**config.mk**
```make
export PLATFORM = sky130hd
export DESIGN_NAME = stage_memory2_flat
export DESIGN_NICKNAME = d
export VERILOG_FILES = /design/src/design/core_mem_pkg.sv /design/src/design/dmem_if.sv /design/src/design/stage_memory2.sv /design/src/flat_wrapper.sv
export SDC_FILE = /design/constraint.sdc
export NUM_CORES = 1
export LEC_CHECK = 0
export BUFFER_PORTS_ARGS = -buffer_cell sky130_fd_sc_hd__buf_2
export CORE_UTILIZATION = 48
export CTS_BUF_LIST = sky130_fd_sc_hd__clkbuf_8
export CTS_CLUSTER_SIZE = 14
export DETAILED_ROUTE_END_ITERATION = 16
export GPL_TIMING_DRIVEN = 1
export PLACE_DENSITY = 0.88
export SETUP_SLACK_MARGIN = 0.5
export SLEW_MARGIN = 10
export SYNTH_ARGS = -nofsm -noshare
export SYNTH_HDL_FRONTEND = slang
export SYNTH_SLANG_ARGS = --single-unit
```
**constraint.sdc**
```tcl
create_clock -name clk -period 4.4 [get_ports clk]
set_clock_uncertainty 0.2 [all_clocks]
set_input_delay 0.44 -clock clk [delete_from_list [all_inputs] [get_ports clk]]
set_output_delay 0.44 -clock clk [all_outputs]
set_load 0.005 [all_outputs]
```
**src/design/core_mem_pkg.sv**
```systemverilog
// shared types for the memory stages, data memory and testbench; import with core_mem_pkg::*
package core_mem_pkg;

    typedef logic [31:0] word_t;
    typedef logic [4:0]  reg_idx_t;

    // where the destination value comes from
    typedef enum logic [1:0] {
        RD_SRC_ALU = 2'd0,
        RD_SRC_CSR = 2'd1,
        RD_SRC_MEM = 2'd2
    } rd_src_e;

    typedef enum logic [1:0] {
        MEM_OP_NOP   = 2'd0,
        MEM_OP_LOAD  = 2'd1,
        MEM_OP_STORE = 2'd2
    } mem_op_e;

    typedef enum logic [1:0] {
        MEM_SIZE_BYTE = 2'd0,
        MEM_SIZE_HALF = 2'd1,
        MEM_SIZE_WORD = 2'd2
    } mem_size_e;

    // execute result entering memory-1
    typedef struct packed {
        word_t     pc;
        rd_src_e   rd_src;
        reg_idx_t  rd_idx;
        logic      rd_we;
        word_t     alu_result;     // also the load/store address
        word_t     csr_old_val;
        mem_op_e   mem_op;
        logic      mem_signed;
        mem_size_e mem_size;
        word_t     rs2_val;        // store data
        logic      branch_taken;
        word_t     branch_target;
    } e_to_m1_s;

    typedef struct packed {
        word_t     pc;
        rd_src_e   rd_src;
        reg_idx_t  rd_idx;
        logic      rd_we;
        word_t     alu_result;
        word_t     csr_old_val;
        mem_op_e   mem_op;
        logic      mem_signed;
        mem_size_e mem_size;
        word_t     rs2_val;
    } m1_to_m2_s;

    typedef struct packed {
        logic     rd_we;
        reg_idx_t rd_idx;
        word_t    val;
        logic     val_avail;       // val is already final
    } fwd_s;

    typedef struct packed {
        word_t    pc;
        reg_idx_t rd_idx;
        logic     rd_we;
        word_t    rd_val;
    } wb_s;

    // one read word, seen as bytes or as halfwords
    typedef union packed {
        logic [3:0][7:0]  bytes;
        logic [1:0][15:0] halves;
    } load_word_u;

endpackage

```
**src/design/dmem_if.sv**
```systemverilog
// single-cycle data memory port shared by both memory stages and the data memory
`timescale 1ns/1ps

interface dmem_if
    import core_mem_pkg::*;
(
    input logic stall
);

    word_t       addr;    // read address of the item being accepted
    logic [3:0]  wstrb;   // nonzero only while a store leaves memory-1
    word_t       wdata;   // store data replicated over the byte lanes
    word_t       rdata;

    // memory-1 side
    modport requester (
        output addr,
        output wstrb,
        output wdata
    );

    // memory-2 side
    modport reader (
        input rdata
    );

    modport memory (
        input  stall,
        input  addr,
        input  wstrb,
        input  wdata,
        output rdata
    );

endinterface

```
**src/design/stage_memory2.sv**
```systemverilog
// memory-2 pipeline stage: aligns and extends load data, picks the destination value for writeback
`timescale 1ns/1ps

module stage_memory2
    import core_mem_pkg::*;
(
    input  logic      clk,
    input  logic      rst_n,

    input  logic      stall,

    input  logic      m1_to_m2_valid,
    input  m1_to_m2_s m1_to_m2,

    output logic      wb_valid,
    output wb_s       wb,
    output fwd_s      fwd,

    dmem_if.reader    dmem
);

    logic       valid_q;
    m1_to_m2_s  item_q;
    load_word_u lword_q;
    logic [7:0]  sel_byte;
    logic [15:0] sel_half;
    word_t      load_val;
    word_t      rd_val;

    always_ff @(posedge clk) begin
        if (!rst_n) begin
            valid_q <= 1'b0;
        end else if (!stall) begin
            valid_q <= m1_to_m2_valid;
        end
    end

    // read word was registered in data memory when memory-1 took the item
    always_ff @(posedge clk) begin
        if (!stall) begin
            item_q  <= m1_to_m2;
            lword_q <= dmem.rdata;
        end
    end

    assign sel_byte = lword_q.bytes[item_q.alu_result[1:0]];
    assign sel_half = lword_q.halves[item_q.alu_result[1]];

    always_comb begin
        case (item_q.mem_size)
            MEM_SIZE_BYTE: begin
                if (item_q.mem_signed) begin
                    load_val = {{24{sel_byte[7]}}, sel_byte};
                end else begin
                    load_val = {24'h000000, sel_byte};
                end
            end
            MEM_SIZE_HALF: begin
                if (item_q.mem_signed) begin
                    load_val = {{16{sel_half[15]}}, sel_half};
                end else begin
                    load_val = {16'h0000, sel_half};
                end
            end
            default: load_val = lword_q;   // full word, no extension
        endcase
    end

    always_comb begin
        case (item_q.rd_src)
            RD_SRC_CSR: rd_val = item_q.csr_old_val;
            RD_SRC_MEM: rd_val = load_val;
            default:    rd_val = item_q.alu_result;
        endcase
    end

    // held item stays on the outputs under stall
    assign wb_valid = valid_q;
    assign wb = '{
        pc:     item_q.pc,
        rd_idx: item_q.rd_idx,
        rd_we:  item_q.rd_we,
        rd_val: rd_val
    };

    assign fwd.rd_we     = valid_q && item_q.rd_we;
    assign fwd.rd_idx    = item_q.rd_idx;
    assign fwd.val       = rd_val;
    assign fwd.val_avail = valid_q;

    // execute must not send misaligned loads, nothing here splits an access
    a_load_aligned : assert property (
        @(posedge clk) disable iff (!rst_n)
        (valid_q && item_q.mem_op == MEM_OP_LOAD) |->
            ((item_q.mem_size != MEM_SIZE_HALF || !item_q.alu_result[0]) &&
             (item_q.mem_size != MEM_SIZE_WORD || item_q.alu_result[1:0] == 2'b00))
    );

endmodule

```
**src/flat_wrapper.sv**
```systemverilog
// flat-port wrapper written by rule: the top's interface ports become plain ports
module stage_memory2_flat import core_mem_pkg::*;
  (clk, rst_n, stall, m1_to_m2_valid, m1_to_m2, wb_valid, wb, fwd, dmem_rdata);
  dmem_if dmem_i (.stall(stall));
  input  logic clk;
  input  logic rst_n;
  input  logic stall;
  input  logic m1_to_m2_valid;
  input  m1_to_m2_s m1_to_m2;
  output logic wb_valid;
  output wb_s wb;
  output fwd_s fwd;
  input wire logic [$bits(dmem_i.rdata)-1:0] dmem_rdata;
  assign dmem_i.rdata = dmem_rdata;
  stage_memory2 u_core (.clk(clk), .rst_n(rst_n), .stall(stall), .m1_to_m2_valid(m1_to_m2_valid), .m1_to_m2(m1_to_m2), .wb_valid(wb_valid), .wb(wb), .fwd(fwd), .dmem(dmem_i));
endmodule
```
* Word level (Yosys, flattened, before mapping) *
Index checks and enable logic that the tools add are counted.

cells by class
  mux-type cells = 8
  reduce and logical (&&, ||, !) cells = 2
  eq/ne operators = 3
  $lt $le $gt $ge = 2

operators by type and width
  operator              number
  $pmux W32 S2          2
  $mux W32              2
  $mux W16              2
  $bmux W8 S2           1
  $mux W8               1
  $eq A2 B1 Y1 const B  2
  $lt A2 B3 Y1 const B  1
  $eq A2 B2 Y1 const B  1
  $logic_not A2 Y1      1
  $lt A1 B2 Y1 const B  1
  $logic_and A1 B1 Y1   1

storage, ports and cells
  register bits = 140
  input bits = 177

* Depth between registers and ports, before layout *
  word-level depth = 5
  gate-level depth with buffers = 8
  depth with buffers taken out = 6

* Worst setup path after synthesis *
OpenSTA, ideal clock, no wires.

  kind = input to register
  from = input stall
  to = register u_core.item_q (netlist bit u_core.fwd[33]) (enable)
  cell stages on the path = 1
  path slack = 0.586 ns
  arrival = 3.123 ns
  path buffers = 0
  path through = inv_1

RTL lines
  element               line                 source
  from (decl)           flat_wrapper.sv:7    input logic stall;
  to (signal assigned)  stage_memory2.sv:41  item_q <= m1_to_m2;
  to (decl)             stage_memory2.sv:23  m1_to_m2_s item_q;

No word-level cell between the ends.

==> metrics <==
synthesized area 0.00605 mm²; starting density of the core approximately 50%; commonest cells after routing, fill and taps aside 252 x buf_2, 139 x dlygate4sd3_1, 139 x edfxtp_1, 58 x nand2_1, 30 x nor2_1; register area share after synthesis 69.4%; Die ar. 0.0130 mm²; Antenna Violating Nets Remaining 0; # Post-CTS Setup Buffers 0; Yosys reg bits 140; post-route setup TNS 0 ns; ratio of cells with drive above 1 in the final layout 40.4%; Sw Share between 20% and 30%; global route overflow 0; headroom to the max-slew limit 26.8%; post-CTS resize count 0; Final Cycle Share 82.8%; status finished, final reports clean; Syn Nets between 600 and 700; Worst Hold Class in -> reg; DP Wirelength ~9900 µm; vias in the first global route slightly below 5000; slew at the pin closest to its max-slew limit ~1.1 ns; vias per cell ~5; root buf cell clkbuf_8; final hold violations 0; Tmin final 3.64 ns; Routed WL about 17000 µm; Wirelength per Cell 18.6 µm; CP arrival about 3.0 ns; CTS max path bufs 2; Max Freq about 270 MHz; CTS H-tree lvls 4; initial drt markers slightly below 400; Net Sw Power 900 µW; P_leak ~0.0036 µW; port bufs 252; Netlist cell types 32; area share of the largest cell type after synthesis 69.0%; kind of critical path reg -> out; Rows 40; Chip Width 114 µm; critical path fanouts, max 16; Worst VDD drop 0.374 mV; clock slew at reported path FFs 0.09 ns; Top Ports 287; Sequential Power Share approximately half; Int Power 2330 µW; Post-Place Cells 759; max-cap viol count 0; Avg Inst Size Synth 14.0 µm²; Setup violations, final 0; Startpoint Class flip-flop; commonest non-fill, non-tap cell in the layout buf_2; WHS 0.0213 ns; largest net degree at the start of global routing 126; # DRC 0; CTS sink cnt 140; Synth Warn # 0; antenna violations before repair 1; chip height 114 µm; core area 0.0122 mm²; RePlAce Congestion between 0.8 and 0.9; layout overhead on the synthesized area 43.4%; first-pass GRT wire length 25500 µm; drt first pass iters 7; post-synthesis instance total 432; CTS tree built; overall global routing resource usage 27.2%; max-slew violations 0; Yosys top cell by area edfxtp_1; Clock Latency Late Sink 0.46 ns; Pwr Density 373 mW/mm²; WP data required 3.76 ns; clock share of power 31.8%; via count 4721; Gate power share about 18%; clock buffer count from CTS 17; unrepaired setup endpoints after global routing no; endpoint class of the critical path primary output; layout net count 928; Final Non-Filler Cells 931; top post-synthesis cells by area edfxtp_1 69%, buf_4 9.6%, nand2_1 3.6%, o221ai_2 2.5%, o221ai_1 2.0%
[per-layer routing]
layer / vias up / global-route usage [%] / share of wire (%)
met2: 278 / 47.4 / 52
met1: 2239 / 30.5 / 37
met4: 0 / 14.2 / 3.7
li1: 2151 / - / -
met5: - / 0 / 0
met3: 53 / 7.57 / 7.1
[final cells by class]
type	instances	area, µm²
clock inverter	15	156
sequential	140	4190
fill	763	3490
clock buffer	17	234
timing repair buffer	395	2680
inverter	5	23.8
multi-input combinational	190	1160
antenna	1	2.50
tap	168	210
[cell families after synthesis]
family	Yosys count	share of synthesized area [%]
muxes	10	1.84
buffers and inverters	102	11.4
and+or+nand+nor	102	6.77
adders and majority gates	2	0.414
DFF	140	69.4
AOI/OAI and AO/OA	76	10.2
[final timing paths]
| kind | slack [ns] | end | cells past startpoint | start |
|---|---|---|---|---|
| worst min register to register | 0.37 | u_core.wb_valid | 2 | u_core.wb_valid |
| worst max register to register | 3.57 | u_core.wb_valid | 2 | u_core.wb_valid |
| worst min-delay path | 0.02 | u_core.wb_valid | 2 | rst_n |
| worst max-delay path | 0.76 | fwd[30] | 5 | u_core.item_q[70] |
[flip-flops by register name, summed over array words and instances (netlist names)]
name,flops
u_core.lword_q,32
u_core.fwd,5
u_core.item_q,69
u_core.wb_valid,1
u_core.wb,33
[per-stage QoR]
stage          util [%]  worst slack (ns)  instance area [µm²]  power (µW)
3_5_place_dp       56.6              1.32                 6880        2110
2_1_floorplan         -             0.586                 6050        1970
5_1_grt            71.3             0.611                 8670        3340
3_3_place_gp       56.6              1.37                 6880        2100
6_report           71.3             0.757                 8670        3230
4_1_cts            71.2             0.787                 8660        3220
[worst max-delay path, cell delays in order, from the launching register on]
cell and delay [ns]:
edfxtp_1 0.68, mux2_2 0.40, a22o_1 0.34, o221ai_4 0.63
o221ai_1 0.28, buf_2 0.21
[synth_stat cells]
cell	n
mux2_2	8
a21oi_1	9
mux2i_1	1
a22o_1	1
a221oi_1	7
clkbuf_1	17
a221o_1	1
o221ai_4	1
nand2b_1	1
o221ai_2	10
nor2_1	30
buf_6	1
o21ai_0	22
mux2_1	1
dfxtp_1	1
nor3_1	8
clkinv_1	1
o2bb2ai_1	1
ha_1	2
o21ai_1	1
o221ai_1	14
nand2_1	58
buf_1	1
o21a_1	7
buf_4	77
edfxtp_1	139
and2_1	1
inv_1	4
nor2b_1	3
a21o_1	2
nor3b_1	1
buf_8	1
[power by group through the flow]
stage | logic [µW] | clock network, µW | registers, µW
2_1_floorplan | 328 | 0 | 1640
3_3_place_gp | 439 | 0 | 1660
3_5_place_dp | 451 | 0 | 1660
4_1_cts | 549 | 1040 | 1630
5_1_grt | 613 | 1080 | 1650
6_report | 565 | 1030 | 1640
[what timing repair did]
action | in CTS | in global routing
hold endpoints to repair | 139 | 0
hold buffers | 139 | 0
endpoints found under the setup margin | 0 | 0
(Power assumes the default switching activity.)
