<file path="config.mk">
export PLATFORM = sky130hd
export DESIGN_NAME = stage_memory1_flat
export DESIGN_NICKNAME = d
export VERILOG_FILES = /design/src/design/core_mem_pkg.sv /design/src/design/dmem_if.sv /design/src/design/stage_memory1.sv /design/src/flat_wrapper.sv
export SDC_FILE = /design/constraint.sdc
export NUM_CORES = 1
export LEC_CHECK = 0
export BUFFER_PORTS_ARGS = -buffer_cell sky130_fd_sc_hd__clkbuf_2
export CORE_AREA = 3 3 178 180
export DETAILED_ROUTE_END_ITERATION = 16
export DIE_AREA = 0 0 181 183
export GPL_TIMING_DRIVEN = 0
export PLACE_DENSITY = 0.53
export SLEW_MARGIN = 20
export SYNTH_ARGS = -nofsm -noshare
export SYNTH_HDL_FRONTEND = slang
export SYNTH_SLANG_ARGS = --single-unit
export TNS_END_PERCENT = 30
</file>
<file path="constraint.sdc">
create_clock -name clk -period 9.6 [get_ports clk]
set_input_delay 0 -clock clk [delete_from_list [all_inputs] [get_ports clk]]
set_output_delay 0 -clock clk [all_outputs]
set_load 0.03 [all_outputs]
</file>
<file path="src/design/core_mem_pkg.sv">
// shared types for the memory stages, data memory and testbench; import with core_mem_pkg::*
package core_mem_pkg;

    typedef logic [31:0] word_t;
    typedef logic [4:0]  reg_idx_t;

    // where the destination value comes from
    typedef enum logic [1:0] {
        RD_SRC_ALU = 2'd0,
        RD_SRC_CSR = 2'd1,
        RD_SRC_MEM = 2'd2
    } rd_src_e;

    typedef enum logic [1:0] {
        MEM_OP_NOP   = 2'd0,
        MEM_OP_LOAD  = 2'd1,
        MEM_OP_STORE = 2'd2
    } mem_op_e;

    typedef enum logic [1:0] {
        MEM_SIZE_BYTE = 2'd0,
        MEM_SIZE_HALF = 2'd1,
        MEM_SIZE_WORD = 2'd2
    } mem_size_e;

    // execute result entering memory-1
    typedef struct packed {
        word_t     pc;
        rd_src_e   rd_src;
        reg_idx_t  rd_idx;
        logic      rd_we;
        word_t     alu_result;     // also the load/store address
        word_t     csr_old_val;
        mem_op_e   mem_op;
        logic      mem_signed;
        mem_size_e mem_size;
        word_t     rs2_val;        // store data
        logic      branch_taken;
        word_t     branch_target;
    } e_to_m1_s;

    typedef struct packed {
        word_t     pc;
        rd_src_e   rd_src;
        reg_idx_t  rd_idx;
        logic      rd_we;
        word_t     alu_result;
        word_t     csr_old_val;
        mem_op_e   mem_op;
        logic      mem_signed;
        mem_size_e mem_size;
        word_t     rs2_val;
    } m1_to_m2_s;

    typedef struct packed {
        logic     rd_we;
        reg_idx_t rd_idx;
        word_t    val;
        logic     val_avail;       // val is already final
    } fwd_s;

    typedef struct packed {
        word_t    pc;
        reg_idx_t rd_idx;
        logic     rd_we;
        word_t    rd_val;
    } wb_s;

    // one read word, seen as bytes or as halfwords
    typedef union packed {
        logic [3:0][7:0]  bytes;
        logic [1:0][15:0] halves;
    } load_word_u;

endpackage

</file>
<file path="src/design/dmem_if.sv">
// single-cycle data memory port shared by both memory stages and the data memory
`timescale 1ns/1ps

interface dmem_if
    import core_mem_pkg::*;
(
    input logic stall
);

    word_t       addr;    // read address of the item being accepted
    logic [3:0]  wstrb;   // nonzero only while a store leaves memory-1
    word_t       wdata;   // store data replicated over the byte lanes
    word_t       rdata;

    // memory-1 side
    modport requester (
        output addr,
        output wstrb,
        output wdata
    );

    // memory-2 side
    modport reader (
        input rdata
    );

    modport memory (
        input  stall,
        input  addr,
        input  wstrb,
        input  wdata,
        output rdata
    );

endinterface

</file>
<file path="src/design/stage_memory1.sv">
// memory-1 pipeline stage: registers the execute result, issues address and store, reports branches
`timescale 1ns/1ps

module stage_memory1
    import core_mem_pkg::*;
(
    input  logic      clk,
    input  logic      rst_n,

    input  logic      flush,
    input  logic      stall,
    output logic      m1_ready,

    input  logic      e_to_m1_valid,
    input  e_to_m1_s  e_to_m1,

    output logic      branch_taken,
    output word_t     branch_target,

    output logic      m1_to_m2_valid,
    output m1_to_m2_s m1_to_m2,
    output fwd_s      fwd,

    dmem_if.requester dmem
);

    logic       in_valid_q;
    e_to_m1_s   in_q;
    logic       leaving;
    logic [3:0] strb;

    always_ff @(posedge clk) begin
        if (!rst_n) begin
            in_valid_q <= 1'b0;
        end else if (!stall) begin
            in_valid_q <= e_to_m1_valid;
        end
    end

    always_ff @(posedge clk) begin
        if (!stall) begin
            in_q <= e_to_m1;
        end
    end

    assign m1_ready = 1'b1;   // fixed memory latency
    assign leaving  = in_valid_q && !flush && !stall;

    // read issued for the incoming item, data is ready when it reaches memory-2
    assign dmem.addr = e_to_m1.alu_result;

    always_comb begin
        case (in_q.mem_size)
            MEM_SIZE_BYTE: strb = 4'b0001 << in_q.alu_result[1:0];
            MEM_SIZE_HALF: strb = 4'b0011 << {in_q.alu_result[1], 1'b0};
            default:       strb = 4'b1111;
        endcase
    end

    assign dmem.wstrb = (leaving && in_q.mem_op == MEM_OP_STORE) ? strb : 4'b0000;
    assign dmem.wdata = (in_q.mem_size == MEM_SIZE_BYTE) ? {4{in_q.rs2_val[7:0]}} :
                        (in_q.mem_size == MEM_SIZE_HALF) ? {2{in_q.rs2_val[15:0]}} :
                        in_q.rs2_val;

    assign branch_taken  = in_valid_q && !flush && in_q.branch_taken;
    assign branch_target = in_q.branch_target;

    always_comb begin
        fwd.rd_we     = in_valid_q && !flush && in_q.rd_we;
        fwd.rd_idx    = in_q.rd_idx;
        fwd.val_avail = (in_q.mem_op != MEM_OP_LOAD);   // load data arrives in memory-2
        case (in_q.rd_src)
            RD_SRC_ALU: fwd.val = in_q.alu_result;
            RD_SRC_CSR: fwd.val = in_q.csr_old_val;
            default:    fwd.val = '0;
        endcase
    end

    assign m1_to_m2_valid = leaving;
    assign m1_to_m2 = '{
        pc:          in_q.pc,
        rd_src:      in_q.rd_src,
        rd_idx:      in_q.rd_idx,
        rd_we:       in_q.rd_we,
        alu_result:  in_q.alu_result,
        csr_old_val: in_q.csr_old_val,
        mem_op:      in_q.mem_op,
        mem_signed:  in_q.mem_signed,
        mem_size:    in_q.mem_size,
        rs2_val:     in_q.rs2_val
    };

    // strobes only cover one word, a misaligned store would land in the wrong lanes
    a_store_aligned : assert property (
        @(posedge clk) disable iff (!rst_n)
        (in_valid_q && in_q.mem_op == MEM_OP_STORE) |->
            ((in_q.mem_size != MEM_SIZE_HALF || !in_q.alu_result[0]) &&
             (in_q.mem_size != MEM_SIZE_WORD || in_q.alu_result[1:0] == 2'b00))
    );

endmodule

</file>
<file path="src/flat_wrapper.sv">
// flat-port wrapper written by rule: the top's interface ports become plain ports
module stage_memory1_flat import core_mem_pkg::*;
  (clk, rst_n, flush, stall, m1_ready, e_to_m1_valid, e_to_m1, branch_taken, branch_target, m1_to_m2_valid, m1_to_m2, fwd, dmem_addr, dmem_wstrb, dmem_wdata);
  dmem_if dmem_i (.stall(stall));
  input  logic clk;
  input  logic rst_n;
  input  logic flush;
  input  logic stall;
  output logic m1_ready;
  input  logic e_to_m1_valid;
  input  e_to_m1_s e_to_m1;
  output logic branch_taken;
  output word_t branch_target;
  output logic m1_to_m2_valid;
  output m1_to_m2_s m1_to_m2;
  output fwd_s fwd;
  output wire logic [$bits(dmem_i.addr)-1:0] dmem_addr;
  output wire logic [$bits(dmem_i.wstrb)-1:0] dmem_wstrb;
  output wire logic [$bits(dmem_i.wdata)-1:0] dmem_wdata;
  assign dmem_addr = dmem_i.addr;
  assign dmem_wstrb = dmem_i.wstrb;
  assign dmem_wdata = dmem_i.wdata;
  stage_memory1 u_core (.clk(clk), .rst_n(rst_n), .flush(flush), .stall(stall), .m1_ready(m1_ready), .e_to_m1_valid(e_to_m1_valid), .e_to_m1(e_to_m1), .branch_taken(branch_taken), .branch_target(branch_target), .m1_to_m2_valid(m1_to_m2_valid), .m1_to_m2(m1_to_m2), .fwd(fwd), .dmem(dmem_i));
endmodule
</file>
After elaboration in Yosys (flattened, before gate mapping)

Index checks and enable logic that the tools add are counted.
Widths: inputs -> output; s select.

Add/sub/neg operators: 0
$mul: 0
Div/mod/pow operators: 0
Magnitude comparators: 0
Eq/ne operators: 4
Shifts and indexed selects: 2
Muxes and demuxes: 5
Bitwise gates (word level): 0
Reduce and logical (&&, ||, !) cells: 9

Operators by type and width:

| cell                | number |
|---|---|
| $mux 32             | 2 |
| $pmux 32 s2         | 1 |
| $pmux 4 s2          | 1 |
| $logic_and 1x1->1   | 5 |
| $eq 2x1->1 const B  | 2 |
| $logic_not 2->1     | 2 |
| $mux 4              | 1 |
| $shl 1x2->4 const A | 1 |
| $shl 2x2->4 const A | 1 |
| $eq 2x2->1 const B  | 1 |
| $logic_not 1->1     | 2 |
| $ne 2x1->1 const B  | 1 |

Flip-flop bits (word level): 175
Bits in latches: 0
RAM bits: 0
Bits in read-only memories: 0
Input bits: 179
Memories: 0

Longest topological paths before layout

Depth after elaboration: 5
Depth in mapped cells: 4

Least setup slack after synthesis

No wires, ideal clock.

Kind: input to register
Start: input port stall
End: register u_core.in_q (netlist bit u_core.branch_target[0]) (enable)
Library setup time: 525 ps
Data arrival time: 3355 ps
Data required time: 9075 ps
Path slack: 5719 ps
Cell stages on the path: 1
Path buffers: 0
Cell sequence: inv_1

RTL lines:

| element              | line                | text |
|---|---|---|
| from (decl)          | flat_wrapper.sv:8   | `input logic stall;` |
| to (signal assigned) | stage_memory1.sv:42 | `in_q <= e_to_m1;` |
| to (decl)            | stage_memory1.sv:28 | `e_to_m1_s in_q;` |

No word-level cell between the ends.

==> reports/metrics.yaml <==
multi_input_area_um2: 898.4
syn_area_um2: 7876
first_pass_iters: 4
layout.cells.most_common: "clkbuf_2"
vias: 6109
tightest_slew_ns: 0.6095
synth_nets: 709
via_per_inst: 3.830
antennaDiodeCount: 0
cts-root-buf: "clkbuf_16"
setup_viol: 0
synthToLayoutAreaGrowth_pct: 65.66
slew_violations: 0
netlist_instances: 530
dieArea_um2: 33120
fp.dieH_um: 183
clock_latency_ns: 0.43
io_buffer_count: 460
nets: 1365
fin_crit_ns: 1.799
timing.slew.headroom: 0.5937
required_ns: 9.60
synth_seq_cells: 175
drv_cap: 0
worst_setup_path_start_kind: "register"
clockBufferDepth: 2
p_leak_uw: 0.006213
grt_max_degree: 98
synthTopCellsByArea: "edfxtp_1 66%, buf_4 21%, mux2i_1 5.2%"
path_cells: "buf_2 -> buf_4 -> mux2i_1 -> nor2_1 -> clkbuf_2"
core-area_um2: 30350
path_buf_inv: 3
syn_area_per_cell_um2: 14.86
synth_cell_types: 21
cts_sinks: 175
overflow: 0
place_congestion: 0.7931
yosysTopAreaCell: "edfxtp_1"
final_layout_size_suffix_gt1_frac: 0.6155
grt_pass1_vias: 6312
r2r_setup_slack_ns: 8.38
path_delay_family: "buffers and inverters"
cts_made_buffers: 17
antenna_found_initial: 0
drtAntennaViolNets: 0
die_w_um: 181
max_stage_delay_ns: 0.42
h-tree-depth: 4
top_level_ports: 462
grt_pass1_wl_um: 36020
synth_top_area_frac: 0.6634
worstSetupEndpointType: "output port"
hold_path_class: "input pin to register"
finalHoldViolations: 0
crit_fanout: 10
first_iter_violations: 226
fin_util: 0.4299
cts_setup_buffers: 0
setup.worst_path.class: "register to output port"
fin_skew_ns: 0
cts.clk_slew.worst_paths_ns: 0.07
ir_drop_uv: 156.2
drt-wirelength-per-cell_um: 15.14
rsz0062_at_grt: "false"
critPathArrivalTime_ns: 1.80
grtUsageTotal: 0.1423
yosysSeqAreaShare: 0.6659
fmax_ghz: 0.5558
detail_route.wirelength_um: 24160
cts_tree: "done"
cpMaxStageDelayCell: "edfxtp_1"
drc_errors: 0
rows: 64
ff_latch_area_um2: 5245
status: "complete, no violations"
hpwl_um: 17770
start_util: 0.2595
finalCritPeriodShare: 0.1874
final_cell_mix: "460 x clkbuf_2, 222 x buf_4, 176 x dlygate4sd3_1"
setup_tns_ns: 0
synth-warning-count: 0
p_per_area_nw_per_um2: 168.7
n_fill_cell: 2846
## cell type report
type | instances | share of cell area
sequential | 175 | 0.4020
timing repair buffer | 637 | 0.3136
buffer | 230 | 0.1320
multi-input combinational | 122 | 0.06885
tap | 396 | 0.03797
clock buffer | 18 | 0.03289
clock inverter | 14 | 0.01132
inverter | 3 | 0.001438
## registers in the layout, indices dropped and copies added, names as in the netlist
signal / cells
u_core.in_valid_q: 1
u_core.branch_target: 32
u_core.fwd: 5
u_core.m1_to_m2: 136
u_core.in_q: 1
## power by group
group	switching (µW)	internal, µW	leakage, µW
logic	330	239	0.00423
clock network	324	366	0.000271
registers	33.4	909	0.00171
## metal layers
layer | vias up | GRT usage | routed length (µm)
li1 | 2946 | - | -
met1 | 2866 | 0.1616 | 9175
met2 | 257 | 0.2506 | 12610
met3 | 40 | 0.04582 | 1768
met4 | 0 | 0.05515 | 605
met5 | - | 0 | 0
## cell families (layout without fill, tap and decap cells)
| group | after synthesis | in the layout | synth area share |
|---|---|---|---|
| buf+inv | 233 | 902 | 0.2200 |
| compound gates | 14 | 14 | 0.008896 |
| flops | 175 | 175 | 0.6659 |
| mux | 57 | 57 | 0.07498 |
| simple gates | 50 | 50 | 0.02971 |
| other cells | 1 | 1 | 0.0004761 |
## synthesized netlist by cell type
master	count
nand3b_1	1
nor3b_2	1
mux2_2	16
nand2_1	8
nor2_8	1
buf_6	3
o21ai_0	2
buf_4	222
edfxtp_1	174
conb_1	1
nor2_1	34
mux2i_1	41
nor2b_1	1
o21ai_1	8
dfxtp_1	1
inv_1	3
buf_2	2
nand2b_1	2
and3b_1	2
a21oi_1	4
clkbuf_1	3
## worst register-to-register path, cell delays in order, from the launching register on
cell and delay [ns]:
dfxtp_1 0.34, mux2i_1 0.15, nor2b_1 0.06, dlygate4sd3_1 0.56
## stage by stage
stage          hold WS [ns]  total power [µW]  setup slack (ns)  instance area, µm²  cells
2_1_floorplan       0.07173              1307             5.719                7876    530
3_3_place_gp         0.1767              1476             3.786               10670   1386
3_5_place_dp         0.1786              1472             8.067               10710   1387
4_1_cts              0.1776              2233             7.734               13050   1595
5_1_grt              0.2067              2298             7.676               13050   1595
6_report             0.1777              2202             7.801               13050   1595
## final timing paths
path,startpoint,depth (start not counted),to
worst min register to register,u_core.in_valid_q,3,u_core.in_valid_q
worst max-delay path,u_core.m1_to_m2[107],5,fwd[17]
worst max register to register,u_core.in_valid_q,3,u_core.in_valid_q
worst min-delay path,stall,2,u_core.m1_to_m2[20]
## repair_timing
action                                  CTS  global route
endpoints found under the hold margin   175             0
hold buffers                            176             0
resized for setup                         0             0
endpoints found under the setup margin    0             0
No activity file was read; power rests on OpenSTA's default activity.
